File: src/common/apb_pkg.sv
package apb_pkg;

   // -------------------------------------------------------------------
   // APB bus bundles
   // -------------------------------------------------------------------

   // Master side, shared by every slave
   typedef struct packed {
      logic [31:0] paddr;
      logic        pwrite;
      logic [31:0] pwdata;
      logic        penable;
   } apb_req_t;

   // Slave side, one per region
   typedef struct packed {
      logic [31:0] prdata;
      logic        pready;
   } apb_rsp_t;

   // Transfer sequencer states
   typedef enum logic [1:0] {
      IDLE   = 2'd0,
      SETUP  = 2'd1,
      ACCESS = 2'd2,
      DONE   = 2'd3
   } seq_state_e;

   // -------------------------------------------------------------------
   // ALUT register map, word offsets in paddr[6:2]
   // -------------------------------------------------------------------
   typedef enum logic [4:0] {
      ENTRY0 = 5'd0,
      ENTRY1 = 5'd1,
      ENTRY2 = 5'd2,
      ENTRY3 = 5'd3,
      ENTRY4 = 5'd4,
      ENTRY5 = 5'd5,
      ENTRY6 = 5'd6,
      ENTRY7 = 5'd7,
      KEY    = 5'd8,
      STATUS = 5'd9
   } alut_reg_e;

endpackage

File: src/common/ahb_pkg.sv
package ahb_pkg;

   // -------------------------------------------------------------------
   // AHB-Lite bus encodings
   // -------------------------------------------------------------------

   // Transfer type on htrans
   typedef enum logic [1:0] {
      IDLE   = 2'b00,
      BUSY   = 2'b01,
      NONSEQ = 2'b10,
      SEQ    = 2'b11
   } htrans_e;

   // Slave response on hresp
   // Only the first two codes exist on AHB-Lite
   typedef enum logic [1:0] {
      OKAY  = 2'b00,
      ERROR = 2'b01
   } hresp_e;

   // -------------------------------------------------------------------
   // Transfer captured by the slave front end
   // -------------------------------------------------------------------
   typedef struct packed {
      logic [31:0] addr;
      logic        write;
      logic [31:0] wdata;
   } ahb_req_t;

endpackage
File: src/hw/apb_subsystem.sv
`timescale 1ns/1ps

module apb_subsystem #(
   parameter int          NUM_SLAVES   = 5,
   parameter logic [31:0] BASE_ADDR    = 32'h00A0_0000,
   parameter int          REGION_BITS  = 16,
   parameter int          ALUT_ENTRIES = 8
) (
   // AHB-Lite slave port
   input  logic                  hclk,
   input  logic                  arst_n,
   input  logic                  hsel,
   input  logic [31:0]           haddr,
   input  ahb_pkg::htrans_e      htrans,
   input  logic                  hwrite,
   input  logic [31:0]           hwdata,
   input  logic                  hready_in,
   output logic [31:0]           hrdata,
   output logic                  hready,
   output ahb_pkg::hresp_e       hresp,
   // APB master to MAC ports
   output apb_pkg::apb_req_t     apb,
   output logic [NUM_SLAVES-2:0] mac_psel,
   input  apb_pkg::apb_rsp_t     mac_rsp [NUM_SLAVES-1]
);

   // Front end to sequencer
   logic                  req_valid;
   ahb_pkg::ahb_req_t     req;
   logic                  done;
   logic                  err;
   logic [31:0]           rdata;

   // Sequencer to decoder
   logic                  sel_en;
   logic                  unmapped;
   logic [NUM_SLAVES-1:0] psel;
   apb_pkg::apb_rsp_t     bus_rsp;
   apb_pkg::apb_rsp_t     alut_rsp;
   apb_pkg::apb_rsp_t     slv_rsp [NUM_SLAVES];

   // -------------------------------------------------------------------
   // Region map, ALUT first then MAC ports
   // -------------------------------------------------------------------
   assign slv_rsp[0] = alut_rsp;
   for (genvar i = 1; i < NUM_SLAVES; i++) begin : g_mac
      assign slv_rsp[i] = mac_rsp[i-1];
   end
   assign mac_psel = psel[NUM_SLAVES-1:1];

   ahb_slave_front u_ahb_slave_front (
      .hclk(hclk), .arst_n(arst_n), .hsel(hsel), .haddr(haddr),
      .htrans(htrans), .hwrite(hwrite), .hwdata(hwdata), .hready_in(hready_in),
      .done(done), .rdata(rdata), .err(err), .hrdata(hrdata),
      .hready(hready), .hresp(hresp), .req_valid(req_valid), .req(req)
   );

   apb_sequencer u_apb_sequencer (
      .hclk(hclk), .arst_n(arst_n), .req_valid(req_valid), .req(req),
      .rsp(bus_rsp), .unmapped(unmapped), .apb(apb), .sel_en(sel_en),
      .done(done), .rdata(rdata), .err(err)
   );

   apb_decoder #(
      .NUM_SLAVES(NUM_SLAVES), .BASE_ADDR(BASE_ADDR), .REGION_BITS(REGION_BITS)
   ) u_apb_decoder (
      .apb(apb), .sel_en(sel_en), .slv_rsp(slv_rsp),
      .psel(psel), .rsp(bus_rsp), .unmapped(unmapped)
   );

   alut_regs #(
      .ALUT_ENTRIES(ALUT_ENTRIES)
   ) u_alut_regs (
      .hclk(hclk), .arst_n(arst_n), .psel(psel[0]), .apb(apb), .rsp(alut_rsp)
   );

endmodule

File: src/alut/alut_regs.sv
`timescale 1ns/1ps

module alut_regs #(
   parameter int ALUT_ENTRIES = 8
) (
   input  logic              hclk,
   input  logic              arst_n,
   input  logic              psel,
   input  apb_pkg::apb_req_t apb,
   output apb_pkg::apb_rsp_t rsp
);

   localparam int IDX_W = (ALUT_ENTRIES > 1) ? $clog2(ALUT_ENTRIES) : 1;

   logic [31:0]         entry_q [ALUT_ENTRIES];
   logic [31:0]         key_q;
   apb_pkg::alut_reg_e  word;
   logic                wr_en;
   logic                hit;
   logic [IDX_W-1:0]    hit_idx;
   logic [31:0]         status;

   // Word offset within the 7-bit region offset
   assign word  = apb_pkg::alut_reg_e'(apb.paddr[6:2]);
   // Writes land in the access phase
   assign wr_en = psel && apb.penable && apb.pwrite;

   // -------------------------------------------------------------------
   // Table and key registers
   // -------------------------------------------------------------------
   always_ff @(posedge hclk or negedge arst_n) begin
      if (!arst_n) begin
         key_q <= '0;
         for (int i = 0; i < ALUT_ENTRIES; i++) begin
            entry_q[i] <= '0;
         end
      end else if (wr_en) begin
         if (word == apb_pkg::KEY) key_q <= apb.pwdata;
         // Entries from ENTRY0 upward
         for (int i = 0; i < ALUT_ENTRIES; i++) begin
            if (int'(word) == i) entry_q[i] <= apb.pwdata;
         end
      end
   end

   // -------------------------------------------------------------------
   // Lookup, lowest matching index wins
   // -------------------------------------------------------------------
   always_comb begin
      hit     = 1'b0;
      hit_idx = '0;
      for (int i = ALUT_ENTRIES - 1; i >= 0; i--) begin
         if (entry_q[i] == key_q) begin
            hit     = 1'b1;
            hit_idx = IDX_W'(i);
         end
      end
      status              = '0;
      status[31]          = hit;
      status[IDX_W-1:0]   = hit_idx;
   end

   // Read mux, holes read zero
   always_comb begin
      rsp.pready = 1'b1;
      case (word)
         apb_pkg::KEY:    rsp.prdata = key_q;
         apb_pkg::STATUS: rsp.prdata = status;
         default: begin
            if (int'(word) < ALUT_ENTRIES) begin
               rsp.prdata = entry_q[word[IDX_W-1:0]];
            end else begin
               rsp.prdata = '0;
            end
         end
      endcase
   end

endmodule

File: src/hw/apb_decoder.sv
`timescale 1ns/1ps

module apb_decoder #(
   parameter int          NUM_SLAVES  = 5,
   parameter logic [31:0] BASE_ADDR   = 32'h00A0_0000,
   parameter int          REGION_BITS = 16
) (
   input  apb_pkg::apb_req_t     apb,
   input  logic                  sel_en,
   input  apb_pkg::apb_rsp_t     slv_rsp [NUM_SLAVES],
   output logic [NUM_SLAVES-1:0] psel,
   output apb_pkg::apb_rsp_t     rsp,
   output logic                  unmapped
);

   // Width of the region index field
   localparam int RW = 32 - REGION_BITS;

   logic [31:0]   offset;
   logic [RW-1:0] region;
   logic          below_base;

   // -------------------------------------------------------------------
   // Region index
   // -------------------------------------------------------------------
   assign offset     = apb.paddr - BASE_ADDR;
   assign region     = offset[31:REGION_BITS];
   assign below_base = (apb.paddr < BASE_ADDR);

   // Below base or past the last region
   assign unmapped = below_base || (region >= RW'(NUM_SLAVES));

   // -------------------------------------------------------------------
   // One-hot select and response mux
   // -------------------------------------------------------------------
   always_comb begin
      psel = '0;
      rsp  = '0;
      for (int i = 0; i < NUM_SLAVES; i++) begin
         if (!unmapped && region == RW'(i)) begin
            // Select only while the sequencer is in a phase
            psel[i] = sel_en;
            rsp     = slv_rsp[i];
         end
      end
   end

endmodule

File: src/bridge/apb_sequencer.sv
`timescale 1ns/1ps

module apb_sequencer (
   input  logic              hclk,
   input  logic              arst_n,
   input  logic              req_valid,
   input  ahb_pkg::ahb_req_t req,
   input  apb_pkg::apb_rsp_t rsp,
   input  logic              unmapped,
   output apb_pkg::apb_req_t apb,
   output logic              sel_en,
   output logic              done,
   output logic [31:0]       rdata,
   output logic              err
);

   apb_pkg::seq_state_e state;
   apb_pkg::seq_state_e state_nxt;

   // Transfer payload, stable from SETUP to end of ACCESS
   logic [31:0] paddr_q;
   logic        pwrite_q;
   logic [31:0] pwdata_q;

   // -------------------------------------------------------------------
   // State machine
   // -------------------------------------------------------------------
   always_comb begin
      state_nxt = state;
      case (state)
         apb_pkg::IDLE: begin
            if (req_valid) state_nxt = apb_pkg::SETUP;
         end
         apb_pkg::SETUP: begin
            // Unmapped ends here, no access phase
            if (unmapped) begin
               state_nxt = apb_pkg::DONE;
            end else begin
               state_nxt = apb_pkg::ACCESS;
            end
         end
         apb_pkg::ACCESS: begin
            // Slave stall stretches this state
            if (rsp.pready) state_nxt = apb_pkg::DONE;
         end
         apb_pkg::DONE: begin
            // Recovery cycle while the AHB side answers
            state_nxt = apb_pkg::IDLE;
         end
         default: state_nxt = apb_pkg::IDLE;
      endcase
   end

   always_ff @(posedge hclk or negedge arst_n) begin
      if (!arst_n) begin
         state <= apb_pkg::IDLE;
      end else begin
         state <= state_nxt;
      end
   end

   // Load on request, only from IDLE
   always_ff @(posedge hclk) begin
      if (state == apb_pkg::IDLE && req_valid) begin
         paddr_q  <= req.addr;
         pwrite_q <= req.write;
         pwdata_q <= req.wdata;
      end
   end

   // -------------------------------------------------------------------
   // APB drive and completion
   // -------------------------------------------------------------------
   assign apb.paddr   = paddr_q;
   assign apb.pwrite  = pwrite_q;
   assign apb.pwdata  = pwdata_q;
   assign apb.penable = (state == apb_pkg::ACCESS);

   // psel enable spans setup and access
   assign sel_en = (state == apb_pkg::SETUP) || (state == apb_pkg::ACCESS);

   // Completion in the last cycle of the transfer
   assign err   = (state == apb_pkg::SETUP) && unmapped;
   assign done  = err || ((state == apb_pkg::ACCESS) && rsp.pready);
   assign rdata = rsp.prdata;

endmodule

File: src/bridge/ahb_slave_front.sv
`timescale 1ns/1ps

module ahb_slave_front (
   input  logic              hclk,
   input  logic              arst_n,
   input  logic              hsel,
   input  logic [31:0]       haddr,
   input  ahb_pkg::htrans_e  htrans,
   input  logic              hwrite,
   input  logic [31:0]       hwdata,
   input  logic              hready_in,
   input  logic              done,
   input  logic [31:0]       rdata,
   input  logic              err,
   output logic [31:0]       hrdata,
   output logic              hready,
   output ahb_pkg::hresp_e   hresp,
   output logic              req_valid,
   output ahb_pkg::ahb_req_t req
);

   logic        accept;
   logic [31:0] addr_q;
   logic        write_q;
   // Second cycle of the ERROR response pending
   logic        err_pend;

   // Valid NONSEQ or SEQ with the bus ready
   assign accept = hsel && hready_in && hready &&
                   (htrans == ahb_pkg::NONSEQ || htrans == ahb_pkg::SEQ);

   // -------------------------------------------------------------------
   // Address phase capture
   // -------------------------------------------------------------------
   always_ff @(posedge hclk) begin
      if (accept) begin
         addr_q  <= haddr;
         write_q <= hwrite;
      end
   end

   // hwdata joins in the data phase, the cycle req_valid is high
   assign req.addr  = addr_q;
   assign req.write = write_q;
   assign req.wdata = hwdata;

   // -------------------------------------------------------------------
   // hready / hresp sequencing
   // -------------------------------------------------------------------
   always_ff @(posedge hclk or negedge arst_n) begin
      if (!arst_n) begin
         hready    <= 1'b1;
         hresp     <= ahb_pkg::OKAY;
         req_valid <= 1'b0;
         err_pend  <= 1'b0;
      end else begin
         // One-cycle pulse, lands in the data phase
         req_valid <= accept;
         if (err_pend) begin
            // ERROR second cycle, hresp held
            hready   <= 1'b1;
            err_pend <= 1'b0;
         end else if (done && err) begin
            // ERROR first cycle, hready still low
            hresp    <= ahb_pkg::ERROR;
            err_pend <= 1'b1;
         end else if (done) begin
            hready <= 1'b1;
            hresp  <= ahb_pkg::OKAY;
         end else if (accept) begin
            // Stall the master until completion
            hready <= 1'b0;
            hresp  <= ahb_pkg::OKAY;
         end else if (hready) begin
            hresp <= ahb_pkg::OKAY;
         end
      end
   end

   // Read data held from completion
   always_ff @(posedge hclk) begin
      if (done && !err) begin
         hrdata <= rdata;
      end
   end

endmodule

File: config.mk
export PLATFORM = sky130hd
export DESIGN_NAME = apb_subsystem
export DESIGN_NICKNAME = d
export VERILOG_FILES = /design/src/common/apb_pkg.sv /design/src/common/ahb_pkg.sv /design/src/hw/apb_subsystem.sv /design/src/alut/alut_regs.sv /design/src/hw/apb_decoder.sv /design/src/bridge/apb_sequencer.sv /design/src/bridge/ahb_slave_front.sv
export SDC_FILE = /design/constraint.sdc
export NUM_CORES = 1
export LEC_CHECK = 0
export BUFFER_PORTS_ARGS = -buffer_cell sky130_fd_sc_hd__buf_2
export CAP_MARGIN = 10
export CORE_ASPECT_RATIO = 1.75
export CORE_MARGIN = 1
export CORE_UTILIZATION = 58
export CTS_CLUSTER_SIZE = 30
export DETAILED_ROUTE_END_ITERATION = 12
export HOLD_SLACK_MARGIN = 0.15
export PLACE_DENSITY = 0.82
export REMOVE_ABC_BUFFERS = 1
export SLEW_MARGIN = 40
export SYNTH_ARGS = -nofsm -noshare
export SYNTH_HDL_FRONTEND = slang
export SYNTH_SLANG_ARGS = --single-unit
File: constraint.sdc
create_clock -name hclk -period 5.15 [get_ports hclk]
set_input_delay 0 -clock hclk [delete_from_list [all_inputs] [get_ports hclk]]
set_output_delay 0 -clock hclk [all_outputs]
set_load 0.02 [all_outputs]
==> flow_metrics.env <==
export IMPL_status="finished clean"
export IMPL_worst_path_max_fanout=28
export IMPL_die_height_um=256
export IMPL_rsz0062_at_grt="no"
export IMPL_crit_required_ns=5.57
export IMPL_num_rows=92
export IMPL_num_io_pins=308
export IMPL_slew_headroom=0.450
export IMPL_clock_skew_ns=0.0153
export IMPL_setup_ws_ns=1.23
export IMPL_syn2layout_area_growth_pct=22.4
export IMPL_cts_tree="yes"
export IMPL_cp_start_kind="flip-flop"
export IMPL_nFillCells=2340
export IMPL_drive_gt1_frac=0.382
export IMPL_drt_total_wl_um=67300
export IMPL_final_antenna_net_count=0
export IMPL_syn_area_um2=21400
export IMPL_drt_pre_antenna_iters=7
export IMPL_tightest_slew_ns=0.817
export IMPL_register_area_um2=11300
export IMPL_antenna_cells=0
export IMPL_setup_viol=0
export IMPL_final_cell_count_no_fill=2473
export IMPL_yosysWarnings=0
export IMPL_routedWlPerCell_um=27.2
export IMPL_worstHoldPathType="input pin to flip-flop"
export IMPL_fin_crit_sh=0.761
export IMPL_clockRootBuffer="clkbuf_16"
export IMPL_io_buffers=305
export IMPL_ys_flop_type="dfrtp_1"
export IMPL_synth_cell_types=59
export IMPL_grt_ovfl_total=0
export IMPL_clk_pin_slew_ns=0.06
export IMPL_leakagePower_nw=12.7
export IMPL_synthCells=1566
export IMPL_hpwl_um=43900
export IMPL_synthSimpleGateAreaFrac=0.0570
export IMPL_numClockSinks=424
export IMPL_multi_input_area_um2=9670
export IMPL_drcViolationCount=0
export IMPL_finalNetCount=2181
export IMPL_synth_top_family_by_area="multiplexers"
export IMPL_place_ws_ns=1.37
export IMPL_grt_usage=0.364
export IMPL_reg2reg_from="u_apb_sequencer.paddr_q[21]"
export IMPL_syn_area_per_cell_um2=13.6
export IMPL_endpoint_kind="flip-flop"
export IMPL_ctsResizeCount=0
export IMPL_initial_core_util=0.591
export IMPL_synth_compound_area_frac=0.0465
export IMPL_clock_path_buffers=3
export IMPL_clock_latency_ns=0.55
export IMPL_fmax_ghz=0.255
export IMPL_core_um2=36100
export IMPL_power_density_nw_per_um2=271
export IMPL_grt_pass1_vias=16500
export IMPL_hp_start="hwdata[27]"
export IMPL_critPathKind="flip-flop to flip-flop"
export IMPL_ir_drop_v=0.000429
export IMPL_synth_seq_cells=424
export IMPL_dp_cells=2261
export IMPL_holdWs_ns=0.161
export IMPL_ys_seq_area_frac=0.527
export IMPL_synthAdderAreaFrac=0.00293
export IMPL_cts_buffers=39
export IMPL_synthMuxAreaShare=0.237
export IMPL_crit_arrival_ns=4.35
export IMPL_die_w_um=147
export IMPL_gp_congestion=0.991
export IMPL_dieArea_um2=37600
export IMPL_grt_max_degree=99
export IMPL_synthArstFlopShare=0.693
export IMPL_maxSlewViolCount=0
export IMPL_hold_violations=0
export IMPL_num_vias=15600
export IMPL_synthXorXnorAreaFrac=0.105
export IMPL_critPathLaunch="u_apb_sequencer.paddr_q[21]"
export IMPL_grt_pass1_wl_um=101000
export IMPL_synth_edf_count=130
export IMPL_antenna_found_initial=0
export IMPL_vias_per_cell=6.30
export IMPL_drtIter0Drc=1218
export IMPL_drv_cap=0
export IMPL_htreeDepth=2
export IMPL_fin_crit_ns=3.92
## synth_stat cells, drive strengths merged (36+ instances only)
cell / count / area [µm²]
dfrtp: 293 / 7330
mux2: 292 / 3290
xor2: 168 / 1470
edfxtp: 130 / 3900
xnor2: 88 / 771
clkbuf: 76 / 285
mux4: 64 / 1440
a22oi: 57 / 428
nor4: 51 / 319
nor2: 50 / 188
nand2: 40 / 150
o21ai: 38 / 190
nand4: 36 / 225
## report_power, final
part,leakage [nW],internal (mW),switching [mW]
clock network,0.636,1.72,1.29
logic,6.75,0.201,0.271
registers,5.29,3.53,0.0574
total,12.7,5.45,1.62
## final timing paths
kind                                                 to  slack, ns  cells after the start
max                             u_alut_regs.entry_q[40]       1.23                     10
max in group asynchronous         u_alut_regs.key_q[23]       3.33                      5
max reg2reg                     u_alut_regs.entry_q[40]       1.23                     10
min reg2reg                 u_apb_sequencer.paddr_q[24]       0.42                      0
min                        u_apb_sequencer.pwdata_q[27]       0.16                      2
min in group asynchronous      u_alut_regs.entry_q[199]       0.53                      3
## per-layer routing
metal / global-route usage / wire [µm] / up-vias
met5: 0 / 0 / -
met1: 0.411 / 22900 / 7907
met2: 0.634 / 35000 / 840
met4: 0.245 / 5040 / 0
li1: - / - / 6623
met3: 0.0503 / 4380 / 221
## state kept, by name, summed over array words and instances, names as in the netlist, 2 cells and up
register and cells:
u_alut_regs.entry_q 256, u_ahb_slave_front.addr_q 32, u_ahb_slave_front.hrdata 32, u_alut_regs.key_q 32, u_apb_sequencer.paddr_q 32, u_apb_sequencer.pwdata_q 32, u_apb_sequencer.state 2
## stage by stage
step	utilization	total power, mW	TNS, ns	instance area (µm²)
after global placement	0.643	4.01	0	23300
after CTS	0.723	7.08	0	26100
after global routing	0.723	7.24	0	26100
after floorplan	-	3.81	-53.70	20900
final	0.723	7.08	0	26100
after detailed placement	0.647	4.04	0	23400
## layout make-up
cell class                      instances  share of cell area
Clock buffer                           52              0.0424
Tap cell                              470              0.0225
Multi-Input combinational cell       1023               0.370
Timing Repair Buffer                  476               0.126
Clock inverter                         19             0.00756
Inverter                                9             0.00129
Sequential cell                       424               0.431
## logic make-up (layout without fill, tap and decap cells)
logic type      Yosys count  count (layout)
xor+xnor                256             256
fa+ha+maj                 5               5
flops                   424             424
buf+inv                 119             556
simple gates            223             223
other cells               1               1
compound gates          149             149
mux                     389             389
## critical path: stages, from the launching register on
cell and delay, ns:
edfxtp_1 0.42, inv_1 0.06, ha_1 0.22, nand2b_1 0.17, o31a_1 0.28, or3_1 0.40
nor3_1 0.14, nor4b_1 0.63, and4_1 0.46, buf_4 0.57, mux2_2 0.40
## cells in the final DEF, fill, tap and decap left out, types with 4 or more instances in the layout
| master | instances |
|---|---|
| buf_2 | 304 |
| dfrtp_1 | 293 |
| mux2_2 | 284 |
| xor2_1 | 168 |
| dlygate4sd3_1 | 140 |
| edfxtp_1 | 130 |
| xnor2_1 | 88 |
| mux4_2 | 64 |
| a22oi_1 | 57 |
| nor2_1 | 47 |
| nor4_1 | 47 |
| clkbuf_16 | 41 |
| nand2_1 | 40 |
| o21ai_0 | 38 |
| nand4_1 | 36 |
| mux2i_1 | 33 |
| a31oi_1 | 29 |
| buf_4 | 21 |
| inv_1 | 9 |
| mux2_1 | 8 |
| clkinv_2 | 7 |
| clkbuf_1 | 7 |
| nor2b_1 | 6 |
| nand2b_1 | 5 |
| a21oi_1 | 5 |
| ha_1 | 5 |
| or3_1 | 4 |
| nor4_2 | 4 |
| bufinv_16 | 4 |
| clkbuf_8 | 4 |
## what timing repair did
item,CTS,global route
endpoints found under the hold margin,203,0
buffers inserted,0,0
hold buffers,141,0
endpoints found under the setup margin,0,0
Power figures use the tool's default switching activity.
